<file path="config.mk">
export PLATFORM = sky130hd
export DESIGN_NAME = ro_stage
export DESIGN_NICKNAME = d
export VERILOG_FILES = /design/src/rtl/ro_stage_pkg.sv /design/src/rtl/ro_stage.sv /design/src/rtl/line_unpacker.sv /design/src/rtl/thread_context.sv /design/src/rtl/burst_splitter.sv /design/src/rtl/id_free_list.sv /design/src/rtl/sync_fifo.sv
export VERILOG_INCLUDE_DIRS = /design/src /design/src/include
export SDC_FILE = /design/constraint.sdc
export NUM_CORES = 2
export LEC_CHECK = 0
export BUFFER_PORTS_ARGS = -buffer_cell sky130_fd_sc_hd__buf_2
export CELL_PAD_IN_SITES_DETAIL_PLACEMENT = 1
export CELL_PAD_IN_SITES_GLOBAL_PLACEMENT = 2
export CORE_UTILIZATION = 51
export CTS_BUF_LIST = sky130_fd_sc_hd__clkbuf_16
export DETAILED_ROUTE_END_ITERATION = 7
export MAX_ROUTING_LAYER = met4
export PLACE_DENSITY_LB_ADDON = 0.2
export SYNTH_ARGS = -nofsm -noshare
export SYNTH_HDL_FRONTEND = slang
export SYNTH_SLANG_ARGS = --single-unit
</file>
<file path="constraint.sdc">
create_clock -name clk -period 36.6 [get_ports clk]
set_input_delay 3.66 -clock clk [delete_from_list [all_inputs] [get_ports clk]]
set_output_delay 3.66 -clock clk [all_outputs]
set_load 0.01 [all_outputs]
</file>
<file path="src/include/ro_stage_config.svh">
`ifndef RO_STAGE_CONFIG_SVH
`define RO_STAGE_CONFIG_SVH

// 32-bit words in one 64-byte cache line
`define RO_LINE_WORDS 16

// concurrent task slots
`define RO_N_THREADS 4

// read id width, 32 ids outstanding at most
`define RO_LOG_IDS 5

`define RO_RFIFO_LOG_DEPTH 2 // response queue, 4 lines
`define RO_TFIFO_LOG_DEPTH 1 // task queue, 2 tasks

// longest task in words
`define RO_MAX_WORDS 64

`endif
</file>
<file path="src/rtl/ro_stage_pkg.sv">
`include "ro_stage_config.svh"

package ro_stage_pkg;

   typedef logic [31:0] word_t;
   typedef logic [`RO_LINE_WORDS*32-1:0] line_t;
   typedef logic [15:0] task_tag_t;
   // wide enough to hold RO_MAX_WORDS plus margin for index arithmetic
   typedef logic [$clog2(`RO_MAX_WORDS)+1:0] word_count_t;
   typedef logic [$clog2(`RO_N_THREADS)-1:0] thread_id_t;
   typedef logic [`RO_LOG_IDS-1:0] read_id_t;

   typedef struct packed {
      task_tag_t   tag;
      word_t       addr; // word aligned
      word_count_t len;  // 1 .. RO_MAX_WORDS
   } task_req_t;

   typedef struct packed {
      read_id_t id;
      line_t    data;
   } rsp_beat_t;

   typedef struct packed {
      thread_id_t               thread;
      logic [`RO_LINE_WORDS-1:0] valid_words;
      word_count_t              start_word; // task index of lowest valid word
   } ro_mshr_t;

endpackage

</file>
<file path="src/rtl/ro_stage.sv">
`timescale 1ns/100ps
`include "ro_stage_config.svh"

module ro_stage import ro_stage_pkg::*; (
   input  logic        clk,
   input  logic        rstn,
   input  logic        task_valid,
   output logic        task_ready,
   input  task_tag_t   task_tag,
   input  word_t       task_addr,
   input  word_count_t task_len,
   output logic        ar_valid,
   input  logic        ar_ready,
   output word_t       ar_addr,
   output read_id_t    ar_id,
   input  logic        r_valid,
   output logic        r_ready,
   input  read_id_t    r_id,
   input  line_t       r_data,
   output logic        out_valid,
   input  logic        out_ready,
   output task_tag_t   out_tag,
   output word_t       out_data,
   output word_count_t out_word_id,
   output logic        out_last,
   output logic        idle
);

   task_req_t   task_wr, task_rd;
   logic        task_full, task_empty, task_take;
   rsp_beat_t   rsp_wr, rsp_rd;
   logic        rsp_full, rsp_empty, rsp_take;
   logic        thread_empty, thread_take, thread_give;
   thread_id_t  thread_next, thread_give_val;
   logic        id_empty, id_take, id_give;
   read_id_t    id_next, id_give_val;
   logic        mshr_wr_en;
   read_id_t    mshr_wr_id;
   ro_mshr_t    mshr_wr_data;
   logic        alloc_en, word_en;
   thread_id_t  alloc_thread, word_thread;
   task_tag_t   alloc_tag;
   word_count_t alloc_len;
   task_tag_t   ctx_tag [`RO_N_THREADS];
   logic        ctx_is_last [`RO_N_THREADS];

   assign task_wr = '{tag: task_tag, addr: task_addr, len: task_len};
   assign task_ready = !task_full;
   assign rsp_wr = '{id: r_id, data: r_data};
   assign r_ready = !rsp_full;

   sync_fifo #(.T(task_req_t), .LOG_DEPTH(`RO_TFIFO_LOG_DEPTH)) i_task_fifo (
      .clk(clk), .rstn(rstn),
      .wr_en(task_valid & task_ready), .wr_data(task_wr),
      .rd_en(task_take), .rd_data(task_rd),
      .full(task_full), .empty(task_empty)
   );

   sync_fifo #(.T(rsp_beat_t), .LOG_DEPTH(`RO_RFIFO_LOG_DEPTH)) i_rsp_fifo (
      .clk(clk), .rstn(rstn),
      .wr_en(r_valid & r_ready), .wr_data(rsp_wr),
      .rd_en(rsp_take), .rd_data(rsp_rd),
      .full(rsp_full), .empty(rsp_empty)
   );

   id_free_list #(.LOG_N($clog2(`RO_N_THREADS))) i_thread_list (
      .clk(clk), .rstn(rstn),
      .take(thread_take), .next_id(thread_next),
      .give(thread_give), .give_id(thread_give_val),
      .empty(thread_empty), .all_free(idle)
   );

   id_free_list #(.LOG_N(`RO_LOG_IDS)) i_rid_list (
      .clk(clk), .rstn(rstn),
      .take(id_take), .next_id(id_next),
      .give(id_give), .give_id(id_give_val),
      .empty(id_empty), .all_free()
   );

   burst_splitter i_splitter (
      .clk(clk), .rstn(rstn),
      .task_avail(!task_empty), .task_in(task_rd), .task_take(task_take),
      .thread_free(!thread_empty), .thread_next(thread_next), .thread_take(thread_take),
      .id_free(!id_empty), .id_next(id_next), .id_take(id_take),
      .ar_valid(ar_valid), .ar_ready(ar_ready), .ar_addr(ar_addr), .ar_id(ar_id),
      .mshr_wr_en(mshr_wr_en), .mshr_wr_id(mshr_wr_id), .mshr_wr_data(mshr_wr_data),
      .alloc_en(alloc_en), .alloc_thread(alloc_thread),
      .alloc_tag(alloc_tag), .alloc_len(alloc_len)
   );

   for (genvar g = 0; g < `RO_N_THREADS; g++) begin : g_ctx
      thread_context #(.THREAD_IDX(g)) i_ctx (
         .clk(clk), .rstn(rstn),
         .alloc_en(alloc_en), .alloc_thread(alloc_thread),
         .alloc_tag(alloc_tag), .alloc_len(alloc_len),
         .word_en(word_en), .word_thread(word_thread),
         .tag(ctx_tag[g]), .is_last(ctx_is_last[g])
      );
   end

   line_unpacker i_unpacker (
      .clk(clk), .rstn(rstn),
      .rsp_avail(!rsp_empty), .rsp_in(rsp_rd), .rsp_take(rsp_take),
      .mshr_wr_en(mshr_wr_en), .mshr_wr_id(mshr_wr_id), .mshr_wr_data(mshr_wr_data),
      .ctx_tag(ctx_tag), .ctx_is_last(ctx_is_last),
      .id_give(id_give), .id_give_val(id_give_val),
      .thread_give(thread_give), .thread_give_val(thread_give_val),
      .word_en(word_en), .word_thread(word_thread),
      .out_valid(out_valid), .out_ready(out_ready), .out_tag(out_tag),
      .out_data(out_data), .out_word_id(out_word_id), .out_last(out_last)
   );

endmodule

</file>
<file path="src/rtl/line_unpacker.sv">
`timescale 1ns/100ps
`include "ro_stage_config.svh"

module line_unpacker import ro_stage_pkg::*; (
   input  logic        clk,
   input  logic        rstn,
   input  logic        rsp_avail,
   input  rsp_beat_t   rsp_in,
   output logic        rsp_take,
   input  logic        mshr_wr_en,
   input  read_id_t    mshr_wr_id,
   input  ro_mshr_t    mshr_wr_data,
   input  task_tag_t   ctx_tag [`RO_N_THREADS],
   input  logic        ctx_is_last [`RO_N_THREADS],
   output logic        id_give,
   output read_id_t    id_give_val,
   output logic        thread_give,
   output thread_id_t  thread_give_val,
   output logic        word_en,
   output thread_id_t  word_thread,
   output logic        out_valid,
   input  logic        out_ready,
   output task_tag_t   out_tag,
   output word_t       out_data,
   output word_count_t out_word_id,
   output logic        out_last
);

   localparam int LW_BITS = $clog2(`RO_LINE_WORDS);

   ro_mshr_t mshr_tab [2**`RO_LOG_IDS];
   ro_mshr_t rsp_mshr;

   logic                      reg_valid;
   line_t                     reg_line;
   logic [`RO_LINE_WORDS-1:0] reg_mask;
   thread_id_t                reg_thread;

   logic [LW_BITS-1:0]        sel;
   logic [`RO_LINE_WORDS-1:0] next_mask;
   logic                      fire;

   always_ff @(posedge clk) begin
      if (mshr_wr_en) begin
         mshr_tab[mshr_wr_id] <= mshr_wr_data;
      end
   end

   assign rsp_mshr = mshr_tab[rsp_in.id];

   // lowest valid word goes out first
   always_comb begin
      sel = '0;
      for (int i = `RO_LINE_WORDS-1; i >= 0; i--) begin
         if (reg_mask[i]) sel = LW_BITS'(i);
      end
   end

   assign next_mask = reg_mask & ~(`RO_LINE_WORDS'(1) << sel);
   assign fire = out_valid & out_ready;
   assign rsp_take = rsp_avail & (!reg_valid | (fire & (next_mask == '0)));

   always_ff @(posedge clk) begin
      if (!rstn) begin
         reg_valid <= 1'b0;
      end else if (rsp_take) begin
         reg_valid <= 1'b1;
      end else if (fire && (next_mask == '0)) begin
         reg_valid <= 1'b0;
      end
   end

   always_ff @(posedge clk) begin
      if (rsp_take) begin
         reg_line <= rsp_in.data;
         reg_mask <= rsp_mshr.valid_words;
         reg_thread <= rsp_mshr.thread;
         out_word_id <= rsp_mshr.start_word;
      end else if (fire) begin
         reg_mask <= next_mask;
         out_word_id <= out_word_id + 1'b1;
      end
   end

   assign out_valid = reg_valid; // a loaded line always has at least one word
   assign out_data = reg_line[sel*32 +: 32];
   assign out_tag = ctx_tag[reg_thread];
   assign out_last = ctx_is_last[reg_thread];

   assign id_give = rsp_take; // record already copied out
   assign id_give_val = rsp_in.id;
   assign thread_give = fire & out_last;
   assign thread_give_val = reg_thread;
   assign word_en = fire;
   assign word_thread = reg_thread;

endmodule

</file>
<file path="src/rtl/thread_context.sv">
`timescale 1ns/100ps

module thread_context import ro_stage_pkg::*; #(
   parameter int THREAD_IDX = 0
) (
   input  logic        clk,
   input  logic        rstn,
   input  logic        alloc_en,
   input  thread_id_t  alloc_thread,
   input  task_tag_t   alloc_tag,
   input  word_count_t alloc_len,
   input  logic        word_en,
   input  thread_id_t  word_thread,
   output task_tag_t   tag,
   output logic        is_last
);

   word_count_t remaining;
   logic        hit_alloc;
   logic        hit_word;

   assign hit_alloc = alloc_en && (alloc_thread == thread_id_t'(THREAD_IDX));
   assign hit_word = word_en && (word_thread == thread_id_t'(THREAD_IDX));

   always_ff @(posedge clk) begin
      if (!rstn) begin
         remaining <= '0;
      end else if (hit_alloc) begin
         remaining <= alloc_len;
      end else if (hit_word) begin
         remaining <= remaining - 1'b1;
      end
   end

   // tag only matters while the slot is live
   always_ff @(posedge clk) begin
      if (hit_alloc) begin
         tag <= alloc_tag;
      end
   end

   assign is_last = (remaining == word_count_t'(1));

endmodule

</file>
<file path="src/rtl/burst_splitter.sv">
`timescale 1ns/100ps
`include "ro_stage_config.svh"

module burst_splitter import ro_stage_pkg::*; (
   input  logic        clk,
   input  logic        rstn,
   input  logic        task_avail,
   input  task_req_t   task_in,
   output logic        task_take,
   input  logic        thread_free,
   input  thread_id_t  thread_next,
   output logic        thread_take,
   input  logic        id_free,
   input  read_id_t    id_next,
   output logic        id_take,
   output logic        ar_valid,
   input  logic        ar_ready,
   output word_t       ar_addr,
   output read_id_t    ar_id,
   output logic        mshr_wr_en,
   output read_id_t    mshr_wr_id,
   output ro_mshr_t    mshr_wr_data,
   output logic        alloc_en,
   output thread_id_t  alloc_thread,
   output task_tag_t   alloc_tag,
   output word_count_t alloc_len
);

   localparam int LW_BITS = $clog2(`RO_LINE_WORDS);

   logic        busy;
   word_t       cur_addr;
   word_count_t rem_words;
   word_count_t start_word;
   thread_id_t  cur_thread;

   word_count_t line_off;
   word_count_t room;
   word_count_t n_words;
   logic        last_req;
   logic        ar_fire;
   logic        accept;
   word_t       next_base;
   logic [`RO_LINE_WORDS-1:0] mask;

   assign line_off = word_count_t'(cur_addr[LW_BITS+1:2]);
   assign room = word_count_t'(`RO_LINE_WORDS) - line_off; // words left in this line
   assign last_req = (rem_words <= room);
   assign n_words = last_req ? rem_words : room;
   assign next_base = {cur_addr[31:LW_BITS+2] + 1'b1, {(LW_BITS+2){1'b0}}};

   always_comb begin
      for (int i = 0; i < `RO_LINE_WORDS; i++) begin
         mask[i] = (i >= int'(line_off)) && (i < int'(line_off) + int'(n_words));
      end
   end

   assign ar_valid = busy & id_free;
   assign ar_fire = ar_valid & ar_ready;
   // next task may load in the cycle the current burst ends
   assign accept = task_avail & thread_free & (!busy | (ar_fire & last_req));

   always_ff @(posedge clk) begin
      if (!rstn) begin
         busy <= 1'b0;
      end else if (accept) begin
         busy <= 1'b1;
      end else if (ar_fire & last_req) begin
         busy <= 1'b0;
      end
   end

   always_ff @(posedge clk) begin
      if (accept) begin
         cur_addr <= task_in.addr;
         rem_words <= task_in.len;
         start_word <= '0;
         cur_thread <= thread_next;
      end else if (ar_fire) begin
         cur_addr <= next_base;
         rem_words <= rem_words - n_words;
         start_word <= start_word + n_words;
      end
   end

   assign task_take = accept;
   assign thread_take = accept;
   assign alloc_en = accept;
   assign alloc_thread = thread_next;
   assign alloc_tag = task_in.tag;
   assign alloc_len = task_in.len;

   assign ar_addr = cur_addr;
   assign ar_id = id_next;
   assign id_take = ar_fire;

   assign mshr_wr_en = ar_fire;
   assign mshr_wr_id = id_next;
   assign mshr_wr_data = '{thread: cur_thread, valid_words: mask, start_word: start_word};

endmodule

</file>
<file path="src/rtl/id_free_list.sv">
`timescale 1ns/100ps

module id_free_list #(
   parameter int LOG_N = 5
) (
   input  logic             clk,
   input  logic             rstn,
   input  logic             take,
   output logic [LOG_N-1:0] next_id,
   input  logic             give,
   input  logic [LOG_N-1:0] give_id,
   output logic             empty,
   output logic             all_free
);

   localparam int N = 2**LOG_N;

   logic [LOG_N-1:0] ring [N];
   logic [LOG_N:0]   rd_ptr;
   logic [LOG_N:0]   wr_ptr;

   always_ff @(posedge clk) begin
      if (!rstn) begin
         rd_ptr <= '0;
         wr_ptr <= {1'b1, {LOG_N{1'b0}}}; // every id present
         for (int i = 0; i < N; i++) begin
            ring[i] <= LOG_N'(i);
         end
      end else begin
         if (take) rd_ptr <= rd_ptr + 1'b1;
         if (give) begin
            ring[wr_ptr[LOG_N-1:0]] <= give_id;
            wr_ptr <= wr_ptr + 1'b1;
         end
      end
   end

   assign next_id = ring[rd_ptr[LOG_N-1:0]];
   assign empty = (rd_ptr == wr_ptr);
   assign all_free = ((rd_ptr ^ wr_ptr) == {1'b1, {LOG_N{1'b0}}});

endmodule

</file>
<file path="src/rtl/sync_fifo.sv">
`timescale 1ns/100ps

module sync_fifo #(
   parameter type T = logic,
   parameter int LOG_DEPTH = 2
) (
   input  logic clk,
   input  logic rstn,
   input  logic wr_en,
   input  T     wr_data,
   input  logic rd_en,
   output T     rd_data,
   output logic full,
   output logic empty
);

   localparam int DEPTH = 2**LOG_DEPTH;

   T mem [DEPTH];

   // extra msb tells full from empty
   logic [LOG_DEPTH:0] wr_ptr;
   logic [LOG_DEPTH:0] rd_ptr;

   always_ff @(posedge clk) begin
      if (!rstn) begin
         wr_ptr <= '0;
         rd_ptr <= '0;
      end else begin
         if (wr_en) wr_ptr <= wr_ptr + 1'b1;
         if (rd_en) rd_ptr <= rd_ptr + 1'b1;
      end
   end

   always_ff @(posedge clk) begin
      if (wr_en) begin
         mem[wr_ptr[LOG_DEPTH-1:0]] <= wr_data;
      end
   end

   assign rd_data = mem[rd_ptr[LOG_DEPTH-1:0]]; // head is visible without a pop
   assign empty = (wr_ptr == rd_ptr);
   assign full = ((wr_ptr ^ rd_ptr) == {1'b1, {LOG_DEPTH{1'b0}}});

endmodule

</file>
==> results.yml <==
floorplan:
  io_pins: 678
  fp.dieW_um: 541.5
  core-area_mm2: 0.2886
  dieHeight_um: 541.5
  fp-row-count: 197
  start_util_pct: 51.43
  dieArea_mm2: 0.2932
timing:
  rsz0062_at_grt: "no"
  slew_headroom_pct: 2.071
  finalCriticalPeriod_ps: 9223
  maxSlewViolCount: 0
  whs_ps: 520.7
  post-route-period-util_pct: 25.20
  fmax_ghz: 0.1084
  worst_slew_pin_slew_ps: 1456
  setup_tns_ps: 0
  finClkSkew_ps: 78.08
  setup_viol_count_final: 0
  hold_violations: 0
outcome:
  violations: "max-capacitance violations"
  outcome: "finished, violations left"
logic_synthesis:
  seq_area_frac_synth_pct: 78.44
  postSynthCellCount: 7478
  async_flop_share_pct: 0
  synth_edf_count: 3824
  ys_types: 69
  ys_ff_latch: 3904
  synthesis.area_mm2: 0.1484
  syn_avg_cell_area_um2: 19.85
  synth_ff_type: "edfxtp_1"
  ys_warn_count: 0
run:
  maxCapViolations: 1
drt:
  drt-total-wl_um: 414200
  drc: 0
  post_drt_via_cell_ratio: 6.010
  wl_per_cell_um: 32.69
  drtIter0Drc: 8321
  vias: 76150
  ant_nets: 0
  drt_first_pass_iters: 6
pwr:
  p_sw_uw: 4835
  power_density_mw_per_mm2: 85.20
  pwr-share-clk_pct: 27.3
  seq_power_share_pct: 44.8
  ir_drop_v: 0.0001488
  internal_power_uw: 9639
  swShare_pct: 33.40
  p_leak_uw: 0.05516
  power_frac_comb_pct: 27.8
worst_setup_path:
  r2r_cells: 8
  arrival_ps: 5560
  cp_max_fo: 42
  crit_family: "compound AO/OA/AOI/OAI gates"
  startpoint_type: "flop"
  r2r-end: "i_unpacker.reg_mask[0]$_DFFE_PP_"
  slowest_stage: "buf_4"
  critPathRequiredTime_ps: 32940
  critPathCaptureType: "output pin"
  cp_slowest_stage_delay_ps: 630
  r2r_slack_ps: 29850
  path_buf_inv: 2
  path_class: "flop to output pin"
  crit_chain: "nor2b_1, o311ai_1, a21o_1, a21o_4, buf_4, nor2_1, nor2_1, o21ai_0, o21ai_0, o21a_1, buf_2"
clock_tree:
  clock-sinks: 3904
  postCtsHoldBufs: 0
  clkSlewWorstSetupHoldPaths_ps: 60
  post-cts-setup-buffers: 0
  insertion_delay_ps: 970
  cts_resized: 0
  clock_path_buffers: 4
  htree_levels: 5
  numCtsBuffers: 395
  cts_root_buf: "clkbuf_16"
  cts_tree: "yes"
global_routing:
  overflow: 0
  grt_pass1_vias: 78750
  grt_max_degree: 166
  grtUsageTotal_pct: 29.04
  grt_pass1_wl_um: 584600
  antenna_found_initial: 237
placement:
  port-buffer-count: 677
  hpwl_um: 261700
  dp_cells: 11800
  gp_congestion: 0.8354
finish:
  final_cell_mix: "edfxtp_1, mux4_2, nand2_1, buf_2, clkbuf_16"
  final_common_cell: "edfxtp_1"
  fill_cells: 24820
  syn2layout_area_growth_pct: 14.45
  finalNonFillerCells: 12670
  finalNetCount: 8946
  drive_above_1_share_pct: 26.34
worst_hold_path:
  hold_depth: 2
  min_from: "i_rsp_fifo.rd_ptr[1]$_SDFFE_PN0N_"
  min_path_type: "flop to flop"
[cell usage after synthesis, drive strengths merged (3+ instances only)]
library cell,count,share of area [%]
a31oi,3,0.013
xnor2,49,0.29
a21o,14,0.071
a21boi,4,0.020
a211oi,8,0.040
nor3,51,0.17
a211o,3,0.018
inv,42,0.11
dfxtp,80,1.1
nand3b,4,0.020
nand2b,17,0.072
mux2i,90,0.61
and2,12,0.051
o211ai,35,0.18
a221oi,3,0.018
o31ai,6,0.030
o21a,38,0.19
and3,16,0.067
nor2,416,1.1
nor4,30,0.13
or3,13,0.055
buf,131,0.35
o21ai,184,0.62
o311ai,4,0.024
mux2,26,0.20
o22ai,20,0.084
or4,11,0.056
xor2,52,0.31
mux4,798,12
nor3b,3,0.015
nor2b,14,0.059
ha,46,0.39
a2111oi,3,0.019
clkbuf,252,0.64
edfxtp,3824,77
nand2,680,1.7
nand3,325,1.1
nand4,7,0.030
fa,3,0.040
a21oi,128,0.43
or2,6,0.025
[worst register-to-register path, stage by stage (launching register included)]
cell     delay, ps
dfxtp_4        750
mux4_4        1000
buf_4          820
buf_4          930
buf_4          930
mux4_2         710
mux4_2         470
mux2i_1        790
nor2_1          90
[flip-flops by register name, summed over array words and instances (netlist names), 16 cells and up, named ones only]
name	flops
g_ctx.i_ctx.remaining	32
g_ctx.i_ctx.tag	64
i_rid_list.ring	160
i_rsp_fifo.mem	2068
i_splitter.ar_addr	32
i_task_fifo.mem	112
i_unpacker.mshr_tab	832
i_unpacker.reg_line	512
i_unpacker.reg_mask	16
[per-layer routing]
metal / wire [um] / GRT usage, % / vias to the layer above / part of all wire (%)
li1: - / - / 31940 / -
met2: 207300 / 46.99 / 3035 / 50
met1: 156900 / 36.57 / 40440 / 38
met4: 15980 / 10.02 / 0 / 3.9
met3: 34030 / 6.265 / 736 / 8.2
met5: 0 / - / - / 0
[stage by stage]
| step | total power [uW] | cell area, um^2 | utilization, % | worst slack (ps) |
|---|---|---|---|---|
| 3_5_place_dp | 10610 | 156800 | 54.34 | 28280 |
| 2_1_floorplan | 8974 | 148400 | - | 20190 |
| 3_3_place_gp | 10490 | 156800 | 54.34 | 28130 |
| 6_report | 14470 | 169900 | 58.86 | 27380 |
| 4_1_cts | 14580 | 169500 | 58.72 | 27250 |
| 5_1_grt | 14990 | 169800 | 58.82 | 27190 |
[worst max-delay path by stage]
stage | slack (ps) | to | start | cells after the start
6_report | 27380 | out_data[2] | i_unpacker.reg_mask[15]$_DFFE_PP_ | 11
5_1_grt | 27190 | out_data[2] | i_unpacker.reg_mask[15]$_DFFE_PP_ | 11
4_1_cts | 27250 | out_data[2] | i_unpacker.reg_mask[15]$_DFFE_PP_ | 11
3_5_place_dp | 28280 | out_data[2] | i_unpacker.reg_mask[15]$_DFFE_PP_ | 11
3_3_place_gp | 28130 | out_data[0] | i_unpacker.reg_mask[2]$_DFFE_PP_ | 11
2_1_floorplan | 20190 | i_rsp_fifo.mem[3][0]$_DFFE_PP_ | r_valid | 1
[area by class of cell]
| class | count | area, um^2 | share of cell area (%) |
|---|---|---|---|
| inverters | 44 | 172.7 | 0.1016 |
| well taps | 3880 | 4855 | 2.858 |
| clock buffers | 403 | 10080 | 5.936 |
| diodes | 157 | 392.9 | 0.2313 |
| repair buffers | 825 | 4662 | 2.744 |
| flip-flops and latches | 3904 | 116400 | 68.54 |
| clock inverters | 310 | 2567 | 1.511 |
| multi-input cells | 3148 | 30710 | 18.08 |
[logic make-up (layout without fill, tap and decap cells)]
logic type	count (synthesis)	count (layout)	share of synthesized area, %
flops	3904	3904	78.44
simple gates	1608	1608	4.638
mux	914	914	12.91
compound gates	474	474	1.890
buf+inv	427	1582	1.097
xor+xnor	101	101	0.5959
fa+ha+maj	49	49	0.4282
other cells	1	159	0.002526
[power groups by stage]
stage	clock network (uW)	registers (uW)	logic (uW)
global route	4150	6540	4300
CTS	4010	6490	4070
global placement	0	6560	3940
floorplan	0	6610	2370
detailed placement	0	6570	4040
finish	3960	6490	4030
Power figures use the tool's default switching activity.
